[src/rtl/fb_pkg.sv]
package fb_pkg;

    //////////////////////////////////////////////////
    // Widths
    //////////////////////////////////////////////////

    // Default address width of the memory side
    localparam int ADDR_W = 32;

    // One RGB565 style pixel, fixed by the framebuffer format
    localparam int PIXEL_W = 16;

    // One memory word holds two pixels
    localparam int DATA_W = 32;

    //////////////////////////////////////////////////
    // Stream items
    //////////////////////////////////////////////////

    // Fetch request from the rasterizer side
    typedef struct packed {
        logic [ADDR_W-1:0] index;
        logic              keep;
        logic              last;
    } fetch_t;

    // Fragment sent back with the fetched pixel
    typedef struct packed {
        logic [PIXEL_W-1:0] pixel;
        logic [ADDR_W-1:0]  dest;
        logic               keep;
        logic               last;
    } frag_t;

endpackage

[src/rtl/fetch_broadcast.sv]
`timescale 1ns/1ps

module fetch_broadcast import fb_pkg::*; (
    input  logic   aclk,
    input  logic   i_rst_n,

    // Fetch stream in
    input  logic   i_valid,
    input  fetch_t i_item,
    output logic   o_ready,

    // Two copies out, each with its own ready
    output logic   o_valid0,
    input  logic   i_ready0,
    output logic   o_valid1,
    input  logic   i_ready1,
    output fetch_t o_item
);

    logic   pend0;
    logic   pend1;
    logic   pend0_next;
    logic   pend1_next;
    fetch_t item_q;

    // A pending copy clears on its own handshake
    assign pend0_next = pend0 & ~i_ready0;
    assign pend1_next = pend1 & ~i_ready1;

    // Free once nothing is left over after this cycle
    assign o_ready = ~pend0_next & ~pend1_next;

    always_ff @(posedge aclk or negedge i_rst_n) begin
        if (!i_rst_n) begin
            pend0 <= 1'b0;
            pend1 <= 1'b0;
        end else if (i_valid && o_ready) begin
            pend0 <= 1'b1;
            pend1 <= 1'b1;
        end else begin
            pend0 <= pend0_next;
            pend1 <= pend1_next;
        end
    end

    always_ff @(posedge aclk) begin
        if (i_valid && o_ready) begin
            item_q <= i_item;
        end
    end

    assign o_valid0 = pend0;
    assign o_valid1 = pend1;
    assign o_item   = item_q;

endmodule

[src/rtl/fetch_fifo.sv]
`timescale 1ns/1ps

module fetch_fifo #(
    parameter int WIDTH      = 34,
    parameter int DEPTH_LOG2 = 4
) (
    input  logic             aclk,
    input  logic             i_rst_n,

    // Write side
    input  logic             i_wr,
    input  logic [WIDTH-1:0] i_data,
    output logic             o_full,

    // Read side
    input  logic             i_rd,
    output logic [WIDTH-1:0] o_data,
    output logic             o_empty
);

    localparam int DEPTH = 1 << DEPTH_LOG2;

    logic [WIDTH-1:0]    mem [DEPTH];
    // Extra top bit tells a full buffer from an empty one
    logic [DEPTH_LOG2:0] wr_ptr;
    logic [DEPTH_LOG2:0] rd_ptr;
    logic                do_wr;
    logic                do_rd;

    assign o_empty = (wr_ptr == rd_ptr);
    assign o_full  = (wr_ptr[DEPTH_LOG2] != rd_ptr[DEPTH_LOG2])
                  && (wr_ptr[DEPTH_LOG2-1:0] == rd_ptr[DEPTH_LOG2-1:0]);

    assign do_wr = i_wr & ~o_full;
    assign do_rd = i_rd & ~o_empty;

    always_ff @(posedge aclk or negedge i_rst_n) begin
        if (!i_rst_n) begin
            wr_ptr <= '0;
            rd_ptr <= '0;
        end else begin
            if (do_wr) begin
                wr_ptr <= wr_ptr + 1'b1;
            end
            if (do_rd) begin
                rd_ptr <= rd_ptr + 1'b1;
            end
        end
    end

    always_ff @(posedge aclk) begin
        if (do_wr) begin
            mem[wr_ptr[DEPTH_LOG2-1:0]] <= i_data;
        end
    end

    // Head is read without a register, visible the cycle after the write
    assign o_data = mem[rd_ptr[DEPTH_LOG2-1:0]];

endmodule

[src/rtl/read_request_gen.sv]
`timescale 1ns/1ps

module read_request_gen import fb_pkg::*; #(
    parameter int ADDR_WIDTH = ADDR_W
) (
    input  logic                  aclk,
    input  logic                  i_rst_n,

    // Framebuffer base address
    input  logic [ADDR_WIDTH-1:0] i_conf_addr,

    // Fetch items
    input  logic                  i_valid,
    input  fetch_t                i_item,
    output logic                  o_ready,

    // AXI4-Lite AR channel
    output logic [ADDR_WIDTH-1:0] o_araddr,
    output logic                  o_arvalid,
    input  logic                  i_arready
);

    logic [ADDR_WIDTH-1:0] byte_off;
    logic [ADDR_WIDTH-1:0] word_addr;

    // Two bytes per pixel, then align down to the 32 bit word
    assign byte_off  = ADDR_WIDTH'(i_item.index) << 1;
    assign word_addr = (i_conf_addr + byte_off) & {{(ADDR_WIDTH-2){1'b1}}, 2'b00};

    // Free when no request is waiting or the waiting one leaves now
    assign o_ready = ~o_arvalid | i_arready;

    always_ff @(posedge aclk or negedge i_rst_n) begin
        if (!i_rst_n) begin
            o_arvalid <= 1'b0;
        end else if (i_valid && o_ready && i_item.keep) begin
            o_arvalid <= 1'b1;
        end else if (i_arready) begin
            o_arvalid <= 1'b0;
        end
    end

    // Dropped items (keep low) never touch the address
    always_ff @(posedge aclk) begin
        if (i_valid && o_ready && i_item.keep) begin
            o_araddr <= word_addr;
        end
    end

endmodule

[src/rtl/fb_serializer.sv]
`timescale 1ns/1ps

module fb_serializer import fb_pkg::*; (
    input  logic              aclk,
    input  logic              i_rst_n,

    // Head of the fetch FIFO
    input  logic              i_valid,
    input  fetch_t            i_item,
    output logic              o_ready,

    // AXI4-Lite R channel
    input  logic [DATA_W-1:0] i_rdata,
    input  logic              i_rvalid,
    output logic              o_rready,

    // Fragment stream out
    output logic              o_frag_valid,
    output frag_t             o_frag,
    input  logic              i_frag_ready
);

    logic               out_free;
    logic               load;
    logic [PIXEL_W-1:0] pixel;
    frag_t              frag_d;
    frag_t              frag_q;
    logic               frag_valid_q;

    //////////////////////////////////////////////////
    // Join head item with read data
    //////////////////////////////////////////////////

    // Output register is empty or drains this cycle
    assign out_free = ~frag_valid_q | i_frag_ready;

    // Only kept items wait for a read beat
    assign o_rready = out_free & i_valid & i_item.keep;

    assign load = out_free & i_valid & (~i_item.keep | i_rvalid);

    // Pop the FIFO together with loading the fragment
    assign o_ready = load;

    always_comb begin
        if (!i_item.keep) begin
            pixel = '0;
        end else if (i_item.index[0]) begin
            pixel = i_rdata[DATA_W-1:PIXEL_W];
        end else begin
            pixel = i_rdata[PIXEL_W-1:0];
        end
    end

    always_comb begin
        frag_d.pixel = pixel;
        frag_d.dest  = i_item.index;
        frag_d.keep  = i_item.keep;
        frag_d.last  = i_item.last;
    end

    //////////////////////////////////////////////////
    // Output register
    //////////////////////////////////////////////////

    always_ff @(posedge aclk or negedge i_rst_n) begin
        if (!i_rst_n) begin
            frag_valid_q <= 1'b0;
        end else if (load) begin
            frag_valid_q <= 1'b1;
        end else if (i_frag_ready) begin
            frag_valid_q <= 1'b0;
        end
    end

    always_ff @(posedge aclk) begin
        if (load) begin
            frag_q <= frag_d;
        end
    end

    assign o_frag_valid = frag_valid_q;
    assign o_frag       = frag_q;

endmodule

[src/rtl/fb_reader.sv]
`timescale 1ns/1ps

module fb_reader import fb_pkg::*; #(
    parameter int ADDR_WIDTH      = ADDR_W,
    parameter int FIFO_DEPTH_LOG2 = 4
) (
    input  logic                  aclk,
    input  logic                  i_rst_n,

    // Configuration
    input  logic [ADDR_WIDTH-1:0] i_conf_addr,

    // Fetch stream
    input  logic                  i_fetch_valid,
    input  fetch_t                i_fetch,
    output logic                  o_fetch_ready,

    // Fragment stream
    output logic                  o_frag_valid,
    output frag_t                 o_frag,
    input  logic                  i_frag_ready,

    // AXI4-Lite read channels
    output logic [ADDR_WIDTH-1:0] o_araddr,
    output logic                  o_arvalid,
    input  logic                  i_arready,
    input  logic [DATA_W-1:0]     i_rdata,
    input  logic [1:0]            i_rresp,
    input  logic                  i_rvalid,
    output logic                  o_rready
);

    localparam int FETCH_W = $bits(fetch_t);

    logic               bc_valid0;
    logic               bc_valid1;
    fetch_t             bc_item;
    logic               rq_ready;
    logic               fifo_full;
    logic               fifo_empty;
    logic [FETCH_W-1:0] fifo_data;
    fetch_t             fifo_item;
    logic               ser_ready;

    fetch_broadcast u_bcast (
        .aclk     (aclk),
        .i_rst_n  (i_rst_n),
        .i_valid  (i_fetch_valid),
        .i_item   (i_fetch),
        .o_ready  (o_fetch_ready),
        .o_valid0 (bc_valid0),
        .i_ready0 (rq_ready),
        .o_valid1 (bc_valid1),
        .i_ready1 (~fifo_full),
        .o_item   (bc_item)
    );

    fetch_fifo #(
        .WIDTH      (FETCH_W),
        .DEPTH_LOG2 (FIFO_DEPTH_LOG2)
    ) u_fifo (
        .aclk    (aclk),
        .i_rst_n (i_rst_n),
        .i_wr    (bc_valid1),
        .i_data  (FETCH_W'(bc_item)),
        .o_full  (fifo_full),
        .i_rd    (ser_ready),
        .o_data  (fifo_data),
        .o_empty (fifo_empty)
    );

    assign fifo_item = fetch_t'(fifo_data);

    read_request_gen #(
        .ADDR_WIDTH (ADDR_WIDTH)
    ) u_req (
        .aclk        (aclk),
        .i_rst_n     (i_rst_n),
        .i_conf_addr (i_conf_addr),
        .i_valid     (bc_valid0),
        .i_item      (bc_item),
        .o_ready     (rq_ready),
        .o_araddr    (o_araddr),
        .o_arvalid   (o_arvalid),
        .i_arready   (i_arready)
    );

    // Slave is assumed to answer OKAY, so i_rresp is not checked
    fb_serializer u_ser (
        .aclk         (aclk),
        .i_rst_n      (i_rst_n),
        .i_valid      (~fifo_empty),
        .i_item       (fifo_item),
        .o_ready      (ser_ready),
        .i_rdata      (i_rdata),
        .i_rvalid     (i_rvalid),
        .o_rready     (o_rready),
        .o_frag_valid (o_frag_valid),
        .o_frag       (o_frag),
        .i_frag_ready (i_frag_ready)
    );

endmodule

[config.mk]
export PLATFORM = sky130hd
export DESIGN_NAME = fb_reader
export DESIGN_NICKNAME = d
export VERILOG_FILES = /design/src/rtl/fb_pkg.sv /design/src/rtl/fetch_broadcast.sv /design/src/rtl/fetch_fifo.sv /design/src/rtl/read_request_gen.sv /design/src/rtl/fb_serializer.sv /design/src/rtl/fb_reader.sv
export SDC_FILE = /design/constraint.sdc
export NUM_CORES = 1
export LEC_CHECK = 0
export BUFFER_PORTS_ARGS = -buffer_cell sky130_fd_sc_hd__buf_4
export CORE_MARGIN = 1
export CORE_UTILIZATION = 45
export DETAILED_ROUTE_END_ITERATION = 6
export SYNTH_ARGS = -nofsm -noshare
export SYNTH_HDL_FRONTEND = slang
export SYNTH_SLANG_ARGS = --single-unit
export TNS_END_PERCENT = 30
[constraint.sdc]
create_clock -name aclk -period 5.2 [get_ports aclk]
set_clock_uncertainty 0.15 [all_clocks]
set_input_delay 1.04 -clock aclk [delete_from_list [all_inputs] [get_ports aclk]]
set_output_delay 1.04 -clock aclk [all_outputs]
set_load 0.005 [all_outputs]
==> results.toml, run 1 <==
[status]
outcome = "finished, final reports clean"

[timing]
fmax_mhz = 251.5
setup_viol = 0
rsz0062_at_grt = "no"
relSlewSlack = 0.3109
fin_setup_tns_ns = 0
tightest_slew_ns = 1.034
drv_slew = 0
period_needed_ns = 3.976
finalCritPeriodShare = 0.7647
report.final.hold_viol_count = 0

[critical_path]
cp_top_family = "multiplexers"
crit_slowest_cell = "dfrtp_4"
critPathLaunchType = "flip-flop"
crit_cells = 5
max_stage_delay_ns = 0.82
endpoint = "o_rready"
rrSetupSlack_ns = 1.28
crit_buf_inv = 1
cp-startpoint = "u_fifo.rd_ptr[0]"
endpoint_kind = "primary output"
crit_arrival_ns = 2.79
rr_startpoint = "u_bcast.o_item[2]"
critPathRequiredTime_ns = 4.01
critical_path.cell_chain = "mux4_2 > mux2i_1 > mux2_2 > nor2_1 > buf_4"
worst_r2r_path_depth = 8
critPathKind = "reg -> out"
path_max_fanout = 30
worst_r2r_endpoint = "u_req.o_araddr[31]"

[layout]
finalNetCount = 1608
drive_above_1_share = 0.3445
diodes = 0
area_growth_pct = 17.99

[power_and_ir_drop]
p_sw_frac = 0.2814
power_frac_seq = 0.449
leakage_nw = 10.55
p_total_mw = 16.79
clockPowerShare = 0.288
combPwrFrac = 0.262
internal-power_mw = 12.06
vdd_drop_max_v = 0.0004180
p_sw_mw = 4.724
p_per_area_nw_per_um2 = 537.2

[run]
max_cap_violations = 0

[drt]
drtIter0Drc = 944
drc_errors = 0
totalWireLength_um = 58800
wl_per_cell_um = 25.76
vias = 12790
dr.pass1.iters = 5
postRouteAntennaNets = 0
avgViaCountPerCell = 5.602

[floorplan]
die_area_um2 = 59830
core_um2 = 57920
initial_utilization = 0.4573
die_x_um = 244.6
die_h_um = 244.6
ios = 192
rows = 88

[placement]
hpwl_um = 33910
portBuffers = 186
place_congestion = 0.7858

[grt]
grt_max_degree = 111
overflow = 0
antenna_found_initial = 0
grt_pass1_vias = 13165
grt.total_usage = 0.2008
grt_pass1_wl_um = 86340

[synthesis]
async_flop_share = 0.02083
ys_ff_latch = 672
synth_top_area_share = 0.7460
synth_ff_type = "edfxtp_1"
synth_area_per_cell_um2 = 21.67
synth.most_common_cell = "edfxtp_1"
yosys-top-cells-count = "edfxtp_1, mux4_2, nor2_1"
synth_top_area_cell = "edfxtp_1"
yosysWarnings = 0
synthCells = 1222
synth_area_um2 = 26490
synth_seq_area_share = 0.7592
yosysUniqueCellTypes = 58
synth.area.top_cells = "edfxtp_1, mux4_2, ha_1"
synth-edff-count = 658

[clocking]
cts_inserted_buffers = 71
path_clk_slew_ns = 0.06
htree_levels = 3
cts_setup_buffers = 0
cts.sink_count = 672
clockBufferDepth = 3
cts_tree = "done"
ctsHoldBuffers = 0
cts_repair_resize_count = 0
clkLatencyLatePin_ns = 0.59
cts_root_buffer = "clkbuf_16"

[min_path]
hold_class = "in -> async"
cell families after synthesis:
family                   count (synthesis)  share of synthesized area
AO/OA/AOI/OAI                           86                    0.02305
XOR/XNOR                                39                    0.01290
adder cells (fa/ha/maj)                 35                    0.01682
buffers and inverters                   62                   0.009731
flip-flops                             672                     0.7592
multiplexers                           193                     0.1529
other                                    1                  0.0001416
AND/OR/NAND/NOR                        134                    0.02527
flip-flops by register name, summed over array words and instances, names as in the netlist:
| register | count |
|---|---|
| u_req.o_araddr | 30 |
| u_bcast.o_valid0 | 1 |
| u_ser.o_frag | 50 |
| u_fifo.mem | 544 |
| u_bcast.o_item | 34 |
| u_fifo.rd_ptr | 5 |
| u_ser.o_frag_valid | 1 |
| u_req.o_arvalid | 1 |
| u_bcast.o_valid1 | 1 |
| u_fifo.wr_ptr | 5 |
per-stage QoR:
step,utilization,setup WS (ns),std cells,hold WS (ns),area (um2)
final,0.5396,1.224,2283,0.1471,31250
after global routing,0.5396,1.007,2283,0.1358,31250
after CTS,0.5396,1.115,2283,0.1173,31250
after detailed placement,0.5016,0.8665,2159,0.3326,29050
after global placement,0.5016,0.8703,2159,0.3267,29050
after floorplan,-,0.2321,1223,0.3006,26490
how the worst min path moves through the flow:
stage / start / end / slack (ns)
6_report: i_rst_n / u_fifo.wr_ptr[2] / 0.15
5_1_grt: i_rst_n / u_fifo.rd_ptr[0] / 0.14
4_1_cts: i_rst_n / u_ser.o_frag_valid / 0.12
3_5_place_dp: u_bcast.o_valid0 / u_bcast.o_valid0 / 0.33
3_3_place_gp: u_fifo.wr_ptr[4] / u_fifo.wr_ptr[4] / 0.33
2_1_floorplan: u_bcast.o_valid0 / u_bcast.o_valid0 / 0.30
power groups by stage:
stage	combinational (mW)	clock [mW]	sequential [mW]
2_1_floorplan	3.05	0	7.41
3_3_place_gp	4.47	0	7.64
3_5_place_dp	4.51	0	7.67
4_1_cts	4.52	4.94	7.57
5_1_grt	4.75	5.14	7.65
6_report	4.40	4.84	7.54
cell type report:
cell class / instances / area, um2
inverters: 11 / 41.29
repair buffers: 222 / 1729
flip-flops and latches: 672 / 20120
clock buffers: 85 / 1872
clock inverters: 39 / 329.1
fillers: 4530 / 26660
multi-input cells: 489 / 6203
well taps: 765 / 957.2
layout by cell type (no fill, tap or decap), types with 3 or more instances in the layout:
cell type,netlist,routed
a21o_1,14,14
a21oi_1,21,21
and2_1,14,6
and2_2,0,8
and3_1,3,3
buf_12,0,5
buf_4,2,217
bufinv_16,0,5
clkbuf_1,24,12
clkbuf_16,0,73
clkinv_1,0,16
clkinv_2,0,10
dfrtp_1,14,10
edfxtp_1,658,658
ha_1,34,34
inv_1,11,10
inv_6,0,5
mux2i_1,22,22
mux4_2,169,169
nand2_1,27,27
nand2b_1,7,7
nand3_1,8,8
nand4_1,6,6
nor2_1,43,37
nor2_4,0,6
nor2b_1,5,5
nor3_1,7,7
nor4_2,0,4
o21a_1,5,5
o21ai_0,17,17
xnor2_1,26,26
xor2_1,13,13
routing by layer:
layer | wire [um] | vias up | part of all wire | GRT usage
met5 | 0 | - | 0 | 0
li1 | - | 5593 | - | -
met3 | 3126 | 70 | 0.053 | 0.03422
met4 | 1134 | 0 | 0.019 | 0.05901
met2 | 28840 | 399 | 0.49 | 0.3284
met1 | 25710 | 6728 | 0.44 | 0.2783
(Power assumes the default switching activity.)
==> run 2, diff against run 1 <==
Clock period 5.2 ns to 4 ns, I/O delays scaled along.
==> run 2 against run 1 <==
Compared with the run above: final cell count increased by 0.83%; critical path type is now reg -> reg; critical endpoint is now u_req.o_araddr[31]; register-to-register slack worse by 1.0 ns; wire length up 0.80%; count of clock-buffer cells in the layout grew 7; global-route usage rose by 0.13 points; via count rose by 0.81%; worst setup slack worse by 0.99 ns; utilization grew 0.46 points; critical path depth rose by 3; largest power group unchanged; design area up 0.86%; total power increased by 32%.
==> results.toml, run 2 (synthesized netlist as in run 1, its figures left out) <==
[floorplan]
rows = 88
die_area_um2 = 59830
die_h_um = 244.6
die_x_um = 244.6
ios = 192
core_um2 = 57920
initial_utilization = 0.4573

[critical_path]
critical_path.cell_chain = "fa_1 > a21oi_1 > buf_4 > o21ai_0 > o311a_1 > a221o_2 > a41o_1 > a311o_1"
cp_top_family = "compound AO/OA/AOI/OAI gates"
critPathRequiredTime_ns = 4.19
critPathKind = "reg -> reg"
max_stage_delay_ns = 0.62
endpoint_kind = "flip-flop"
crit_slowest_cell = "edfxtp_1"
crit_arrival_ns = 3.95
critPathLaunchType = "flip-flop"
path_max_fanout = 18
crit_buf_inv = 1

[drt]
postRouteAntennaNets = 0
totalWireLength_um = 59270
wl_per_cell_um = 25.75
drc_errors = 0
avgViaCountPerCell = 5.601
drtIter0Drc = 997
vias = 12893
dr.pass1.iters = 4

[clocking]
clkLatencyLatePin_ns = 0.61
cts_root_buffer = "clkbuf_16"
cts.sink_count = 672
cts_tree = "done"
clockBufferDepth = 3
cts_inserted_buffers = 71
htree_levels = 3
cts_repair_resize_count = 0
path_clk_slew_ns = 0.06

[power_and_ir_drop]
combPwrFrac = 0.270
power_frac_seq = 0.437
p_sw_frac = 0.2788
p_per_area_nw_per_um2 = 701.9
internal-power_mw = 15.96
leakage_nw = 10.68
clockPowerShare = 0.293
p_sw_mw = 6.167
vdd_drop_max_v = 0.0003940

[grt]
overflow = 0
grt_max_degree = 111
grt.total_usage = 0.2021
grt_pass1_vias = 13193
grt_pass1_wl_um = 86800
antenna_found_initial = 0

[run]
max_cap_violations = 0

[timing]
finalCritPeriodShare = 0.9407
setup_viol = 0
report.final.hold_viol_count = 0
fin_setup_tns_ns = 0
period_needed_ns = 3.763
hold_ws_ns = 0.2164
rsz0062_at_grt = "no"
tightest_slew_ns = 0.8571
fmax_mhz = 265.8
drv_slew = 0
relSlewSlack = 0.4267
setup_slack_ns = 0.2371

[layout]
diodes = 0
final_cell_mix = "edfxtp_1, buf_4, mux4_2"
fillers = 4482
area_growth_pct = 19.00
final_common_cell = "edfxtp_1"
finalNetCount = 1623
largest_reg_flops = 544
drive_above_1_share = 0.3494
final_util = 0.5442
fin_cells = 2302

[placement]
place_congestion = 0.7722
hpwl_um = 34000
dp.cells = 2173
portBuffers = 186
pre_cts_slack_ns = -0.08064

[status]
outcome = "finished, final reports clean"

[min_path]
hold_class = "in -> reg"
run 2: power by group through the flow:
stage	Combinational, mW	Sequential [mW]	Clock [mW]
6_report	5.96	9.68	6.48
3_3_place_gp	6.05	9.80	0
5_1_grt	6.41	9.79	6.89
2_1_floorplan	3.96	9.64	0
3_5_place_dp	6.10	9.84	0
4_1_cts	6.11	9.70	6.62
run 2: final cells by class:
cell class	instances	area, um2	area share
Clock buffer	92	1941	0.06157
Multi-Input combinational cell	489	6203	0.1968
Inverter	11	41.29	0.001310
Clock inverter	36	351.6	0.01115
Timing Repair Buffer	237	1907	0.06050
Tap cell	765	957.2	0.03037
Sequential cell	672	20120	0.6383
run 2: through the flow:
step / instance area, um2 / power, mW
after floorplan: 26490 / 13.60
after global placement: 29220 / 15.85
after detailed placement: 29220 / 15.94
after CTS: 31520 / 22.43
after global routing: 31520 / 23.08
final: 31520 / 22.12
run 2: worst paths after layout:
check	startpoint	to	slack, ns	cells after the start
hold / removal	i_fetch[7]	u_bcast.o_item[7]	0.22	1
setup reg to reg	u_bcast.o_item[3]	u_req.o_araddr[31]	0.24	8
hold reg to reg	u_fifo.wr_ptr[4]	u_fifo.wr_ptr[4]	0.34	1
min in group asynchronous	i_rst_n	u_fifo.rd_ptr[1]	0.46	2
setup / recovery	u_bcast.o_item[3]	u_req.o_araddr[31]	0.24	8
max in group asynchronous	i_rst_n	u_fifo.rd_ptr[0]	3.05	2
run 2: metal layers:
metal / GRT usage / vias to the layer above / part of all wire
li1: - / 5629 / -
met1: 0.2878 / 6787 / 0.44
met2: 0.3255 / 397 / 0.49
met3: 0.03685 / 80 / 0.053
met4: 0.04816 / 0 / 0.016
met5: 0 / - / 0
run 2: repair_timing:
item | 4_1_cts | 5_1_grt
hold buffers | 1 | 0
buffers inserted | 0 | 0
setup endpoints to repair | 0 | 0
endpoints found under the hold margin | 14 | 0
